File: config.mk
export PLATFORM = sky130hd
export DESIGN_NAME = lsu_ctrl
export DESIGN_NICKNAME = d
export VERILOG_FILES = /design/src/design/lsu_defs.svh /design/src/design/lsu_pkg.sv /design/src/design/lsu_ctrl.sv /design/src/design/lsu_align.sv
export SDC_FILE = /design/constraint.sdc
export NUM_CORES = 1
export LEC_CHECK = 0
export BUFFER_PORTS_ARGS = -buffer_cell sky130_fd_sc_hd__buf_4
export CAP_MARGIN = 10
export CORE_ASPECT_RATIO = 1.1
export CORE_MARGIN = 1
export CORE_UTILIZATION = 45
export CTS_BUF_LIST = sky130_fd_sc_hd__clkbuf_8 sky130_fd_sc_hd__clkbuf_16
export DETAILED_ROUTE_END_ITERATION = 6
export PLACE_DENSITY = 0.86
export SYNTH_ARGS = -nofsm -noshare
export SYNTH_HDL_FRONTEND = slang
export SYNTH_SLANG_ARGS = --single-unit
File: constraint.sdc
create_clock -name clock -period 6.7 [get_ports clock]
set_input_delay 0.335 -clock clock [delete_from_list [all_inputs] [get_ports clock]]
set_output_delay 0.335 -clock clock [all_outputs]
set_load 0.02 [all_outputs]
File: src/design/lsu_defs.svh
`ifndef LSU_DEFS_SVH
`define LSU_DEFS_SVH

// ====================
// data path
// ====================

`define LSU_XLEN 32

// ====================
// memory map
// ====================

`define LSU_MEM_WORDS 256
`define LSU_MEM_BASE 32'h8000_0000

// AXI response codes
`define LSU_AXI_OKAY 2'b00
`define LSU_AXI_SLVERR 2'b10

`endif
File: src/design/lsu_pkg.sv
package lsu_pkg;

  // byte, half or word access
  typedef enum logic [1:0] {
    SIZE_B = 2'd0,
    SIZE_H = 2'd1,
    SIZE_W = 2'd2
  } lsu_size_e;

  // core request of 68 bits
  typedef struct packed {
    logic        write;
    lsu_size_e   size;
    logic        sext;  // sign-extend loads
    logic [31:0] addr;
    logic [31:0] wdata;
  } mem_req_t;

  // core response of 33 bits
  typedef struct packed {
    logic [31:0] rdata;
    logic        err;
  } mem_rsp_t;

  // ====================
  // AXI4-Lite payloads
  // ====================

  typedef struct packed {
    logic [31:0] addr;
  } axi_addr_t;

  typedef struct packed {
    logic [31:0] data;
    logic [3:0]  strb;
  } axi_w_t;

  typedef struct packed {
    logic [31:0] data;
    logic [1:0]  resp;
  } axi_r_t;

  typedef struct packed {
    logic [1:0] resp;
  } axi_b_t;

endpackage

File: src/design/lsu_ctrl.sv
`timescale 1ns/1ps

module lsu_ctrl (
  input  logic                clock,
  input  logic                reset,

  // core side
  input  logic                req,
  input  lsu_pkg::mem_req_t   req_data,
  output logic                ack,
  output lsu_pkg::mem_rsp_t   rsp,

  // read address
  output logic                ar_valid,
  output lsu_pkg::axi_addr_t  ar,
  input  logic                ar_ready,

  // read data
  input  logic                r_valid,
  input  lsu_pkg::axi_r_t     r,
  output logic                r_ready,

  // write address
  output logic                aw_valid,
  output lsu_pkg::axi_addr_t  aw,
  input  logic                aw_ready,

  // write data
  output logic                w_valid,
  output lsu_pkg::axi_w_t     w,
  input  logic                w_ready,

  // write response
  input  logic                b_valid,
  input  lsu_pkg::axi_b_t     b,
  output logic                b_ready
);

  typedef enum logic [2:0] {
    S_IDLE,
    S_RADDR,
    S_RDATA,
    S_WADDR,
    S_WDATA,
    S_WRESP,
    S_RELEASE
  } state_t;

  state_t state;
  lsu_pkg::mem_req_t req_q;
  logic [31:0] load_value;
  logic r_fire;
  logic b_fire;

  lsu_align i_align (
    .req        (req_q),
    .rdata      (r.data),
    .wbeat      (w),
    .load_value (load_value)
  );

  // at most one transaction in flight so responses are always accepted
  assign r_ready = 1'b1;
  assign b_ready = 1'b1;

  assign r_fire = r_valid && r_ready;
  assign b_fire = b_valid && b_ready;

  assign ar.addr = req_q.addr;
  assign aw.addr = req_q.addr;

  // ====================
  // sequencing
  // ====================

  always_ff @(posedge clock) begin
    if (reset) begin
      state    <= S_IDLE;
      ack      <= 1'b0;
      ar_valid <= 1'b0;
      aw_valid <= 1'b0;
      w_valid  <= 1'b0;
    end else begin
      case (state)
        S_IDLE: begin
          if (req) begin
            if (req_data.write) begin
              aw_valid <= 1'b1;
              state    <= S_WADDR;
            end else begin
              ar_valid <= 1'b1;
              state    <= S_RADDR;
            end
          end
        end
        S_RADDR: begin
          if (ar_ready) begin
            ar_valid <= 1'b0;
            state    <= S_RDATA;
          end
        end
        S_RDATA: if (r_fire) state <= S_RELEASE;
        S_WADDR: begin
          if (aw_ready) begin
            aw_valid <= 1'b0;
            w_valid  <= 1'b1;  // data follows address
            state    <= S_WDATA;
          end
        end
        S_WDATA: begin
          if (w_ready) begin
            w_valid <= 1'b0;
            state   <= S_WRESP;
          end
        end
        S_WRESP: if (b_fire) state <= S_RELEASE;
        S_RELEASE: begin
          if (!ack) begin
            ack <= 1'b1;
          end else if (!req) begin  // four-phase return to zero
            ack   <= 1'b0;
            state <= S_IDLE;
          end
        end
        default: state <= S_IDLE;
      endcase
    end
  end

  // request and response payloads
  always_ff @(posedge clock) begin
    if (state == S_IDLE && req) req_q <= req_data;
    if (state == S_RDATA && r_fire) begin
      rsp.rdata <= load_value;
      rsp.err   <= r.resp[1];  // SLVERR or DECERR
    end else if (state == S_WRESP && b_fire) begin
      rsp.rdata <= 32'b0;
      rsp.err   <= b.resp[1];
    end
  end

endmodule

File: src/design/lsu_align.sv
`timescale 1ns/1ps

module lsu_align (
  input  lsu_pkg::mem_req_t req,
  input  logic [31:0]       rdata,
  output lsu_pkg::axi_w_t   wbeat,
  output logic [31:0]       load_value
);

  logic [1:0]  offset;
  logic [4:0]  bit_shift;
  logic [3:0]  strb_base;
  logic [31:0] shifted;

  assign offset    = req.addr[1:0];
  assign bit_shift = {offset, 3'b000};

  // store side
  always_comb begin
    case (req.size)
      lsu_pkg::SIZE_B: strb_base = 4'b0001;
      lsu_pkg::SIZE_H: strb_base = 4'b0011;
      default:         strb_base = 4'b1111;
    endcase
  end

  assign wbeat.data = req.wdata << bit_shift;
  assign wbeat.strb = strb_base << offset;

  // load side
  assign shifted = rdata >> bit_shift;

  always_comb begin
    case (req.size)
      lsu_pkg::SIZE_B: begin
        if (req.sext) load_value = {{24{shifted[7]}}, shifted[7:0]};
        else          load_value = {24'b0, shifted[7:0]};
      end
      lsu_pkg::SIZE_H: begin
        if (req.sext) load_value = {{16{shifted[15]}}, shifted[15:0]};
        else          load_value = {16'b0, shifted[15:0]};
      end
      default: load_value = shifted;  // full word
    endcase
  end

endmodule

# [Word-level counts from Yosys, hierarchy flattened]
# Cells that the tools add are included.
[op_classes] magnitude_cmp=0 addsub=0 reduce_logical=13 n_shift=3 eq_ne=17 n_mul=0 div_mod_pow=0 bitwise=0 mux=29
[ops] cell="$mux 33" n=2
[ops] cell="$mux 32" n=2
[ops] cell="$pmux 32 s2" n=1
[ops] cell="$shl 32x5->32" n=1
[ops] cell="$shr 32x5->32" n=1
[ops] cell="$mux 3" n=8
[ops] cell="$pmux 3 s7" n=1
[ops] cell="$ne 2x2->1 const B" n=10
[ops] cell="$mux 1" n=10
[ops] cell="$eq 3x3->1 const B" n=3
[ops] cell="$pmux 4 s2" n=1
[ops] cell="$reduce_and 4->1" n=2
[ops] cell="$reduce_and 8->1" n=1
[ops] cell="$reduce_bool 2->1" n=4
[ops] cell="$eq 3x2->1 const B" n=2
[ops] cell="$pmux 1 s2" n=3
[ops] cell="$shl 4x2->4" n=1
[ops] cell="$eq 3x1->1 const B" n=1
[ops] cell="$logic_and 1x1->1" n=3
[ops] cell="$logic_not 3->1" n=1
[ops] cell="$reduce_and 3->1" n=1
[ops] cell="$eq 2x1->1 const B" n=1
[ops] cell="$logic_not 2->1" n=1
[ops] cell="$mux 2" n=1
[totals] reg_bits=107 in_bits=112 wordCells=73 ram_bits=0 out_inout_bits=139 latchBits=0 mem_bits_ro=0 memories=0

# [Logic depth before layout (Yosys ltp)]
# Gate-level depths: netlist of the first run.
[depth] word_depth=4 ltp_mapped=6 depth_no_buf=3

# [Modules after synthesis]
# Synthesis of the first run repeated with hierarchy kept, for this count alone.
[unflattened] hier_cells=473 hier_area_um2=5733.0
[modules_own_cells] module="lsu_ctrl" n_inst=1 seq_area_each_um2=3173.0 area_each_um2=4246.6 cells_each=258
[modules_own_cells] module="lsu_align" n_inst=1 seq_area_each_um2=0.0 area_each_um2=1486.4 cells_each=215

# [Worst setup path before layout of the first run]
# Ideal clock, no wire load.
[synth_timing] path_kind="flip-flop to flip-flop" start="register state[0]" end="register aw_valid" setup_ns=0.097 setup_slack_ns=1.711 path_stages_with_launch=5 required_time_ns=6.603 arrival_time_ns=4.892 period_less_slack_ns=4.989 path_buffers=1 cell_sequence="dfxtp_1 > buf_2 > nor4b_2 > a21oi_1 > a311oi_1"
[synth_via] elab_chain_len=3 word_cells_on_any_way=8 cone_classes="eq/ne: 4; mux: 1; reduce/logical: 3"
[synth_rtl] element="start, declared" line_no="lsu_ctrl.sv:49" text="state_t state;"
[synth_rtl] element="start signal, assigned" line_no="lsu_ctrl.sv:78" text="state <= S_IDLE;"
[synth_rtl] element="start signal, assigned" line_no="lsu_ctrl.sv:89" text="state <= S_WADDR;"
[synth_rtl] element="start signal, assigned" line_no="lsu_ctrl.sv:92" text="state <= S_RADDR;"
[synth_rtl] element="$eq 3x2->1 or $logic_not 3->1 (tied branches)" line_no="lsu_ctrl.sv:84" text="case (state)"
[synth_rtl] element="$ne 2x2->1 (no line) or $reduce_bool 2->1 (tied branches)"
[synth_rtl] element="$reduce_and 4->1 (no line)"
[synth_rtl] element="end signal, assigned" line_no="lsu_ctrl.sv:81" text="aw_valid <= 1'b0;"
[synth_rtl] element="end signal, assigned" line_no="lsu_ctrl.sv:88" text="aw_valid <= 1'b1;"
[synth_rtl] element="end signal, assigned" line_no="lsu_ctrl.sv:105" text="aw_valid <= 1'b0;"
[synth_rtl] element="end, declared" line_no="lsu_ctrl.sv:24" text="output logic aw_valid,"
# Several ways; a longest one is shown, not always the timed one.
# A chain may end at the register's enable or synchronous reset.

==> summary by stage, run 1 <==
Outcome
The flow ran to the end, and the final reports show no timing, DRC or antenna violations.

Synthesis
Synthesis instantiated 44 different standard cells from the library. The synthesized area is around 5600 um^2. The synthesized design contains roughly 110 register bits. A synthesized cell averages 12.6 um^2. After synthesis, the share of flip-flops with an asynchronous set or reset is 0%. The register area share after synthesis is between 50% and 60%.

The Yosys step of the flow raised 0 warnings. The number of enable flip-flop cells after synthesis is 100. Among all flip-flop cells after synthesis, the most frequent one is sky130_fd_sc_hd__edfxtp_1. The count of mapped cells out of synthesis is between 400 and 500.

Route
The number of vias per cell after detailed routing is around 5.4. The detailed router placed ~4100 vias in this run. The routed wire length is roughly 14000 um.

The detail route stage leaves a number of antenna-violating nets equal to 0. The number of optimization iterations in the first detailed-route pass is 5. In the final routed layout, each cell accounts on average for approximately 19 um.

The number of design rule violations left after detail routing is 0. For this block, the initial DRC count from the detailed router was roughly 220.

Timing
The aggregate negative setup slack is 0 ns. The time the final worst path needs with I/O delays and setup is between 3 and 4 ns. The final-report setup violation count is 0. The number of hold violations in the final report is 0. The max-slew violation count is 0.

The post-route clock period utilization is a little over 50%. Timing would allow up to 0.296 GHz. For the pin with the worst max-slew slack, the measured transition is 1.03 ns. The final worst clock skew is approximately 0.013 ns. The worst pin sits at a relative slew slack of roughly 31%. Setup repair after global routing left no endpoint under its margin.

Clock tree
The post-CTS setup repair buffer count is 0. The buffer cell driving the clock tree root is sky130_fd_sc_hd__clkbuf_16. The clock passes through at most 2 buffers. The number of sinks on the clock net is 107. The number of instances resized during post-cts repair is 0.

The clock-pin slew on the worst setup and hold paths is roughly 0.080 ns. The TritonCTS clock tree is yes. Clock tree synthesis inserted a total of 9 buffers. The clock latency of the later-clocked register in the worst-skew pair is between 0.3 and 0.4 ns.

The H-tree generated during clock tree synthesis spans 3 levels. The number of hold buffers added after CTS was 0.

GRT
The global-route track usage on met3 is just under 5%. Entering global routing, the biggest net connects 67 pins. The initial antenna violation count is 0.

The global-route usage over all layers is 22.3%. The number of global-route vias before repair is approximately 4000. The wire length of the first global-routing pass is around 21000 um. The layer flagged by global routing as most heavily used is met2.

The total congestion overflow after global routing is 0. Global routing consumed, on the met2 layer, about two fifths of the routing resources. The met1 layer usage reported by global route is 27.1%.

Floorplanning
The die covers around 13000 um^2. For this configuration, the core starts out at a cell density of 46.2%. The floorplan row count is between 40 and 50. The die is roughly 110 um wide.

The floorplan step set the die height to ~120 um. The core region is approximately 12000 um^2. The I/O pin total is between 200 and 300.

Critical path
The startpoint of the worst-slack reg-to-reg timing path is ar[0]$_DFFE_PP_. Data on the critical path is required at its endpoint by between 6 and 7 ns. Across all register-to-register paths, the minimum setup slack is approximately 3.5 ns.

By startpoint and endpoint, the worst setup path is classified as reg -> out. The stage delay of the slowest cell on the critical path is 0.96 ns. The endpoint identified for the worst register-to-register timing path is rsp[19]$_SDFFCE_PN0P_. The worst-path cell with the longest stage delay is sky130_fd_sc_hd__edfxtp_1. STA classifies the critical path endpoint as a primary output.

Traced cell by cell, the critical path runs through buf_4 -> nor2b_1 -> buf_4 -> nand2_1 -> o21ai_0 -> buf_4. The number of cells on the worst reg-to-reg path is 5. The element type at the critical path start is a flop. The critical path starts at ar[0]$_DFFE_PP_. The most critical setup path has its endpoint at w[20]. In this run the worst path has a maximum fanout of 27. Among the stages of the critical path, the cell type that occurs most often is sky130_fd_sc_hd__buf_4. Data on the critical path arrives at its endpoint at between 3 and 4 ns.

Final layout
The number of standard cells in the final layout excluding fillers is ~770. The area of combinational cells with multiple inputs is 1750 um^2. Relative to the synthesized area, the layout overhead comes to 31.2%.

The fraction of final layout cells sized beyond drive strength 1 is about half. In the final design database the tool counted approximately 720 nets. The final-layout fill cell count is a little over 900.

The repair_antennas step left the layout with diodes totalling 0. Summing all flip-flop and latch instances after layout gives 3140 um^2.

Job
The max-capacitance violation count is 0.

Place
Summed over all nets, the half-perimeter wirelength after detailed placement is about 10000 um. At the end of routability-driven placement, the weighted congestion stood at between 0.8 and 0.9. The total placed cells including tap cells is between 700 and 800. The count of buffers from port buffering is ~250.

Hold path
The worst hold path belongs to the class in -> reg.

Pwr
Summed over all cells, the static leakage comes to roughly 2.9 nW. Across the VDD grid, the largest voltage drop is 0.188 mV. Dividing total power by cell area gives a power density of approximately 270 nW/um^2.
## layout make-up
class | instances | area share [%]
clock buffers | 9 | 3.08
clock inverters | 7 | 1.08
inverters | 5 | 0.257
multi-input cells | 232 | 24.0
flip-flops and latches | 107 | 43.1
well taps | 154 | 2.64
repair buffers | 252 | 25.9
## critical path, delay by kind of cell (launching register included)
| family | cells | cell delay, ns |
|---|---|---|
| AOI/OAI and AO/OA | 1 | 0.08 |
| buffers and inverters | 3 | 0.96 |
| DFF | 1 | 0.96 |
| and+or+nand+nor | 2 | 0.65 |
## cell families after synthesis
logic type / share of synthesized area [%]
AO/OA/AOI/OAI: 15.1
flip-flops: 56.5
XOR/XNOR: 0.157
buffers and inverters: 12.5
AND/OR/NAND/NOR: 7.08
other: 0.0674
multiplexers: 8.59
## synth_stat cells (12+ instances only)
| cell | n | share of area (%) |
|---|---|---|
| sky130_fd_sc_hd__a211oi_1 | 24 | 3.2 |
| sky130_fd_sc_hd__a21oi_1 | 22 | 2.0 |
| sky130_fd_sc_hd__edfxtp_1 | 100 | 54 |
| sky130_fd_sc_hd__buf_4 | 69 | 9.3 |
| sky130_fd_sc_hd__nor3_1 | 12 | 1.1 |
| sky130_fd_sc_hd__mux2_2 | 20 | 4.0 |
| sky130_fd_sc_hd__nor2b_1 | 14 | 1.6 |
| sky130_fd_sc_hd__nand2_1 | 13 | 0.88 |
| sky130_fd_sc_hd__nor2_1 | 16 | 1.1 |
| sky130_fd_sc_hd__mux2i_1 | 23 | 4.1 |
| sky130_fd_sc_hd__buf_2 | 17 | 1.5 |
## through the flow
step	area, um^2	power (mW)	hold slack [ns]	setup slack (ns)	util [%]
final	7300	1.97	0.142	3.32	60.7
after global routing	7300	2.03	0.132	3.06	60.7
after CTS	7300	1.97	0.136	3.29	60.7
after detailed placement	7000	1.44	0.482	3.54	58.1
after global placement	7000	1.42	0.478	3.66	58.1
after floorplan	5570	1.26	0.404	1.71	-
## flip-flops by register name, summed over array words and instances, names as in the netlist
name / cells
state: 3
ar: 32
req_q: 35
rsp: 33
ack: 1
w_valid: 1
ar_valid: 1
aw_valid: 1
## power by group
| part | switching [mW] | total (mW) | leakage (nW) | internal, mW |
|---|---|---|---|---|
| Combinational | 0.325 | 0.556 | 1.75 | 0.231 |
| Sequential | 0.0535 | 0.872 | 0.983 | 0.818 |
| Clock | 0.272 | 0.537 | 0.142 | 0.265 |
| Total | 0.651 | 1.97 | 2.87 | 1.31 |
## worst min-delay path by stage
stage                     slack [ns]                  from               endpoint  cells after the start
after floorplan                 0.40                 reset  state[0]$_SDFFE_PP0P_                      1
after global placement          0.48  w_valid$_SDFFE_PP0P_   w_valid$_SDFFE_PP0P_                      2
after detailed placement        0.48  w_valid$_SDFFE_PP0P_   w_valid$_SDFFE_PP0P_                      2
after CTS                       0.14          req_data[43]       ar[11]$_DFFE_PP_                      1
after global routing            0.13          req_data[43]       ar[11]$_DFFE_PP_                      1
final                           0.14          req_data[18]    req_q[18]$_DFFE_PP_                      1
## layout by cell type, fill, tap and decap left out, types with 2 or more instances in the layout
master,count
sky130_fd_sc_hd__conb_1,2
sky130_fd_sc_hd__o21ai_0,10
sky130_fd_sc_hd__a221oi_1,8
sky130_fd_sc_hd__inv_8,2
sky130_fd_sc_hd__a21oi_1,22
sky130_fd_sc_hd__edfxtp_1,100
sky130_fd_sc_hd__a22oi_1,8
sky130_fd_sc_hd__a32oi_1,8
sky130_fd_sc_hd__mux2i_1,23
sky130_fd_sc_hd__nand2_1,13
sky130_fd_sc_hd__inv_1,4
sky130_fd_sc_hd__nor2_2,2
sky130_fd_sc_hd__nor2b_1,14
sky130_fd_sc_hd__clkinvlp_4,2
sky130_fd_sc_hd__and2_1,8
sky130_fd_sc_hd__o31ai_1,2
sky130_fd_sc_hd__a311oi_1,2
sky130_fd_sc_hd__nor2_1,16
sky130_fd_sc_hd__a31oi_1,10
sky130_fd_sc_hd__buf_4,252
sky130_fd_sc_hd__dfxtp_1,7
sky130_fd_sc_hd__nor3b_1,2
sky130_fd_sc_hd__a211oi_1,24
sky130_fd_sc_hd__nor3_1,12
sky130_fd_sc_hd__a211oi_2,10
sky130_fd_sc_hd__nand2b_1,2
sky130_fd_sc_hd__clkbuf_16,9
sky130_fd_sc_hd__clkinv_8,2
sky130_fd_sc_hd__mux2_2,20
## routing by layer
layer  vias to the layer above  part of all wire (%)
met2                       187                    52
met4                         0                   2.0
met3                        18                   6.9
met5                         -                     0
met1                      1987                    39
li1                       1945                     -
(Power assumes the default switching activity.)
==> run 2: changes to the inputs <==
CORE_UTILIZATION = 43   (was 45)
clock period = 3 ns   (was 6.7 ns; I/O delays follow)
==> summary by stage, run 2 (synthesized netlist as in run 1, its figures left out) <==
Outcome
The flow ran to the end, and the final reports show no timing, DRC or antenna violations.

Route
For this block, the routed nets add up to 16700 um of wire. The routed length on met3 is 1130 um. In the routed design, unresolved DRC markers number 0. The met2 wire length is 8960 um.

Dividing the detail-routed wire length by the instance count gives 19.9 um. The violation count after the first detailed-route iteration is 340. In the routed layout, each cell is associated on average with a via count of around 5.5. The first TritonRoute pass finished after 5 iterations.

The top routing layer in use is met4. The routed via count is about 4600. In this run the remaining antenna-violating nets after routing total 0. The detailed router put a total of between 6000 and 7000 um of wire on met1.

Critical path
The critical path goes through nor2b_1 -> a22oi_1 -> a211oi_1. The worst register-to-register path begins at req_q[66]$_DFFE_PP_. In this run the worst setup path begins at req_q[66]$_DFFE_PP_.

STA classifies the critical path endpoint as a flop. For flop-to-flop paths, the worst setup slack is about 0.62 ns. In this design, the stage delay of the slowest critical-path cell is between 0.8 and 0.9 ns. The worst register-to-register path has a depth of 3. The critical path start-end classification is reg -> reg. The worst register-to-register path ends at rsp[20]$_SDFFCE_PN0P_. For this design, the slowest cell found on the critical path is sky130_fd_sc_hd__nor2b_1. The maximum fanout encountered on the critical timing path is 21.

Following the worst setup path forward leads to its endpoint at rsp[20]$_SDFFCE_PN0P_. For the worst setup path, the data arrival time is between 2 and 3 ns. STA classifies the critical path startpoint as a flop. The required time of the critical path is ~3.2 ns.

Place
Routability-driven placement finished with a final weighted congestion of approximately 0.87. The total placed cells including tap cells is 757. The placement-stage cell area is around 7000 um^2.

Summed over all nets, the half-perimeter wirelength after detailed placement is between 10000 and 15000 um. In this run the tool buffered the top-level ports with about 250 buffer cells. The minimum setup slack after placement is slightly above 0.7 ns.

GRT
The maximum number of pins on one net before global-route repair is 66. The initial antenna violation count came to 0. The wire length of the first global-routing pass is around 25000 um. Global routing used roughly 24% of the available tracks.

The total congestion overflow after global routing is 0. The number of global-route vias before repair is between 4000 and 5000.

Final layout
In the layout the commonest cells are sky130_fd_sc_hd__buf_4, sky130_fd_sc_hd__edfxtp_1, sky130_fd_sc_hd__dlygate4sd3_1, sky130_fd_sc_hd__a211oi_1, sky130_fd_sc_hd__mux2i_1. The number of standard cells in the final layout excluding fillers is between 800 and 900. The register ranked first by flip-flop count is req_q.

The number of flip-flops under the largest register name is 35. The final-layout fill cell count is 930. The area growth from synthesis to layout is 44.2%. The final standard cell area without fillers is 8030 um^2. Cells with a size suffix above 1 make up between 40% and 50% of the layout. Leaving out fill and tap cells, the most frequent cell in the layout is sky130_fd_sc_hd__buf_4. The repair_antennas step left the layout with diodes totalling 0. The number of nets in the finished design is 790.

Clock tree
The clock passes through at most 2 buffers. Once the clock tree was built, the resizer swapped 0 gates to a different size. TritonCTS built the clock tree. The clock-pin slew on the worst setup and hold paths is approximately 0.080 ns.

CTS placed an instance of sky130_fd_sc_hd__clkbuf_16 at the clock tree root. The H-tree depth is 3. The number of sinks on the clock net is 107. The number of setup buffers added after CTS is 0. The cts-stage hold buffer count is 67. At the later pin of the worst-skew pair, clock insertion delay measures about 0.34 ns. In this run, CTS created clock tree buffers numbering 9.

Floorplanning
The die extent in y is about 120 um. The floorplan step set the die width to ~110 um. The region available for standard cell placement spans roughly 13000 um^2.

The floorplan has 43 rows. The die covers 13400 um^2. The I/O pin total is ~250. The starting utilization of the core area is 44.2%.

Timing
The time the final worst path needs with I/O delays and setup is roughly 2.4 ns. The headroom to the max-slew limit is about a third. The peak clock frequency supported by timing is 0.421 GHz. The final critical path takes up between 70% and 80% of the cycle. The max-slew violation count is 0.

The minimum setup slack in the final design is 0.622 ns. Setup violations remaining at the end of the flow were counted as 0. The actual slew at the worst max-slew pin is between 0.9 and 1 ns. The number of hold violations in the final report was 0. Setup repair after global routing left no endpoint under its margin. The aggregate negative setup slack is 0 ns.

The final worst clock skew is roughly 0.011 ns.

Job
The tool flagged a number of max-cap violations equal to 0.

Pwr
In this run the static leakage power is 3.19 nW. VDD sags by at most 0.319 mV. The power density relative to cell area is ~570 nW/um^2.

Hold path
The min-delay analysis places its worst path in the category in -> reg. The source of the worst hold timing path is reset.
==> run 2: metrics by stage <==
stage | hold WS (ns) | utilization, % | total power [mW]
global route | 0.0217 | 63.7 | 4.71
global placement | 0.328 | 56.0 | 3.20
floorplan | 0.212 | - | 2.81
finish | 0.0246 | 63.7 | 4.55
CTS | 0.00327 | 63.7 | 4.54
detailed placement | 0.329 | 56.0 | 3.24
==> run 2: per-layer routing <==
layer,track usage [%],up-vias
met3,4.90,29
met5,0,-
met2,43.2,247
met4,9.42,0
li1,-,2082
met1,28.7,2223
==> run 2: how the worst min path moves through the flow <==
stage                            end  slack, ns  depth (start not counted)
3_5_place_dp        ar[25]$_DFFE_PP_       0.33                          1
5_1_grt         w_valid$_SDFFE_PP0P_       0.02                          2
4_1_cts        state[0]$_SDFFE_PP0P_      0.003                          2
2_1_floorplan  state[0]$_SDFFE_PP0P_       0.21                          1
3_3_place_gp     req_q[30]$_DFFE_PP_       0.33                          1
6_report       state[0]$_SDFFE_PP0P_       0.02                          2
==> run 2: where the power goes <==
group,internal (mW),switching [mW],leakage [nW]
Combinational,0.586,0.778,2.05
Sequential,1.83,0.119,0.983
Clock,0.665,0.575,0.150
==> run 2: cell type report <==
cell class	count	area (um^2)	share of cell area, %
clock inverter	7	82.6	1.03
tap	157	196	2.45
multi-input combinational	232	1750	21.8
clock buffer	9	225	2.81
inverter	5	18.8	0.234
sequential	107	3140	39.2
timing repair buffer	323	2610	32.5
==> run 2: critical path: cells and delay by family, from the launching register on <==
kind | cells | cell delay (ns)
AOI/OAI and AO/OA | 2 | 0.53
DFF | 1 | 0.78
and+or+nand+nor | 1 | 0.87
==> run 3: changes to the inputs <==
CORE_UTILIZATION = 45   (was 43)
clock period = 2.19 ns   (was 3 ns; I/O delays follow)
==> summary by stage, run 3 (synthesized netlist as in run 1, its figures left out) <==
Outcome
The flow ran to the end, and the final reports show no timing, DRC or antenna violations.

Clock tree
The H-tree depth is 3. CTS saw 107 sinks. The number of buffers created by CTS is 9. The clock tree buffer depth is 2. TritonCTS built the clock tree. Clock-pin slew was measured on the worst setup and hold paths at about 0.070 ns. In this run, post-CTS repair resized a total of 0 instances. The buffer cell driving the clock tree root is sky130_fd_sc_hd__clkbuf_16. The clock latency of the later-clocked register in the worst-skew pair is approximately 0.35 ns.

Place
The weighted congestion at the end of routability-driven global placement is between 0.8 and 0.9. In this run the cell area measured after placement is ~7100 um^2. The total placed cells including tap cells is ~760. The detailed placement HPWL is roughly 11000 um. The count of buffers from port buffering is approximately 250.

Timing
Setup repair after global routing left no endpoint under its margin. The final critical path takes up a little over nine tenths of the cycle. The max-slew violation count came to 0. The peak clock frequency supported by timing is around 0.48 GHz. The actual slew at the worst max-slew pin is slightly below 0.7 ns.

The final-report setup violation count is 0. The time the final worst path needs with I/O delays and setup is around 2.1 ns. The number of hold violations in the final report was 0. Headroom to the max-slew limit came out at 55.1%. The aggregate negative setup slack is 0 ns. The final worst clock skew is between 0.01 and 0.015 ns.

Final layout
Relative to the synthesized area, the layout overhead comes to 46.0%. Leaving out fill and tap cells, the most frequent cells in the layout are sky130_fd_sc_hd__buf_4, sky130_fd_sc_hd__edfxtp_1, sky130_fd_sc_hd__dlygate4sd3_1, sky130_fd_sc_hd__a211oi_1, sky130_fd_sc_hd__mux2i_1. The total inserted antenna cells is 0. The final-layout fill cell count is 826.

Of the cells placed in the final design, the portion with a size suffix greater than 1 is 46.8%. The register with the most flip-flops in the layout has 35 of them. The library cell used most frequently in the layout, excluding fill and tap cells, is sky130_fd_sc_hd__buf_4. The final standard cell area without fillers is between 8000 and 9000 um^2. The number of standard cells in the final layout excluding fillers is between 800 and 900. The number of nets in the finished design is roughly 800. The register ranked first by flip-flop count is req_q.

For this run, the share of the core covered by cells in the final layout is between 60% and 70%.

Floorplanning
The I/O pin total is about 250. The die extent in y is 119 um. Once the floorplan was initialized, standard cells occupied between 40% and 50% of the core.

After floorplanning, the core was sized to cover between 10000 and 15000 um^2. The die covers between 10000 and 15000 um^2. The initialized floorplan defines 42 standard-cell rows.

The overall die width is 108 um.

Critical path
The worst setup path startpoint is ar[1]$_DFFE_PP_. In this run the register-to-register setup slack is roughly 0.23 ns. Among cell families on the critical path, the largest total delay comes from buffers and inverters. The element type at the critical path start is a flop. The number of cells on the worst reg-to-reg path is 4. The cell that appears most often on the critical path is sky130_fd_sc_hd__buf_4. Walking the worst path, the cells encountered are buf_4 -> nor2b_1 -> a211oi_1 -> a21oi_1 -> buf_4.

The endpoint identified for the worst register-to-register timing path is rsp[10]$_SDFFCE_PN0P_. The stage delay of the slowest cell on the critical path is 0.49 ns. The worst setup path is of the reg -> out kind. The startpoint of the worst-slack reg-to-reg timing path is ar[1]$_DFFE_PP_. The required time of the critical path is approximately 2.1 ns. The largest individual stage delay along the critical path comes from the cell sky130_fd_sc_hd__edfxtp_1. The data arrival time at the worst-slack endpoint is approximately 2 ns. The number of buffer and inverter instances along the worst setup path is 2. The worst setup path is captured at a primary output. Along the worst path, the maximum fanout reaches 26.

GRT
For this run the aggregate overflow at the end of global routing stands at 0. The first global-routing pass estimated around 25000 um of wire. The global-route usage over all layers is approximately a quarter. The number of global-route vias before repair was between 4000 and 5000. The maximum number of pins on one net before global-route repair is between 40 and 50.

The initial antenna violation count is 0.

Route
The first TritonRoute pass finished after 5 iterations. In the routed layout, each cell is associated on average with a via count of between 5 and 6. The number of design rule violations left after detail routing is 0. The routed design has 17000 um of wire. The detail route stage leaves a number of antenna-violating nets equal to 0. The wire length per cell after detailed routing is ~20 um. In this run, the number of DRC markers left after iteration 0 of detailed routing was 335. The routed via count is ~4700.

Pwr
Power spread over the standard cell area amounts to 757 nW/um^2. The reported leakage power is 3.25 nW. The post-route total power is about 6 mW. The maximum ir drop on the vdd rail is approximately 0.44 mV.

Hold path
The source of the worst hold timing path is aw_ready. The end point of the most critical hold path is aw_valid$_SDFFE_PP0P_. The class of the worst hold path is in -> reg. Counting instances, the worst hold path has a depth of 2.

Job
Across the run, the number of max-cap violations was 0.
run 3: cell count changes in the layout (fill, tap and decap cells not counted):
cell and change:
sky130_fd_sc_hd__nor2b_1 +1, sky130_fd_sc_hd__inv_6 +2, sky130_fd_sc_hd__buf_12 +1, sky130_fd_sc_hd__nor2b_2 -1, sky130_fd_sc_hd__bufinv_16 -1, sky130_fd_sc_hd__inv_8 -2
sky130_fd_sc_hd__dlygate4sd3_1 +1, sky130_fd_sc_hd__buf_4 +14, sky130_fd_sc_hd__clkinv_4 +1
run 3: cell type report:
class | count | area [um^2] | area share (%)
clock inverters | 7 | 56.3 | 0.693
flip-flops and latches | 107 | 3140 | 38.7
repair buffers | 339 | 2740 | 33.7
inverters | 5 | 18.8 | 0.231
multi-input cells | 232 | 1750 | 21.5
clock buffers | 9 | 225 | 2.77
well taps | 154 | 193 | 2.37
run 3: timing repair:
item                                    in CTS  in global routing
hold buffers                                68                  0
hold endpoints to repair                    74                  0
pin swaps                                    0                  0
buffers inserted                             2                  3
endpoints found under the setup margin       4                  1
run 3: per-stage QoR:
stage | hold WS (ns) | worst slack [ns]
floorplan | 0.171 | -1.00
global placement | 0.288 | 0.263
CTS | 0.00646 | 0.126
global route | 0.00911 | 0.0450
finish | 0.0274 | 0.106
detailed placement | 0.289 | 0.201
run 3: worst reg2reg max path, cell delays in order, from the launching register on:
cell and delay [ns]:
sky130_fd_sc_hd__edfxtp_1 0.49, sky130_fd_sc_hd__buf_4 0.19, sky130_fd_sc_hd__mux4_2 0.52, sky130_fd_sc_hd__a21boi_2 0.39, sky130_fd_sc_hd__nor3_1 0.11
run 3: report_power, final:
part,total [mW],internal [mW],switching (mW),leakage [nW]
clock,1.56,0.789,0.768,0.137
sequential,2.65,2.50,0.148,0.983
combinational,1.95,0.848,1.10,2.13
run 3: layer usage:
metal | wire [um] | vias to the layer above | track usage, % | share of wire [%]
met3 | 1190 | 33 | 4.96 | 7.0
met2 | 9320 | 271 | 48.1 | 55
met5 | 0 | - | 0 | 0
li1 | - | 2124 | - | -
met1 | 6060 | 2307 | 30.0 | 36
met4 | 440 | 0 | 10.4 | 2.6
run 3: how the worst max path moves through the flow:
stage | to | slack (ns) | depth (start not counted)
floorplan | aw_valid$_SDFFE_PP0P_ | -1.0 | 4
global placement | rsp[15]$_SDFFCE_PN0P_ | 0.26 | 3
detailed placement | rsp[10]$_SDFFCE_PN0P_ | 0.20 | 3
CTS | w[14] | 0.13 | 5
global route | w[32] | 0.04 | 6
finish | w[35] | 0.11 | 5
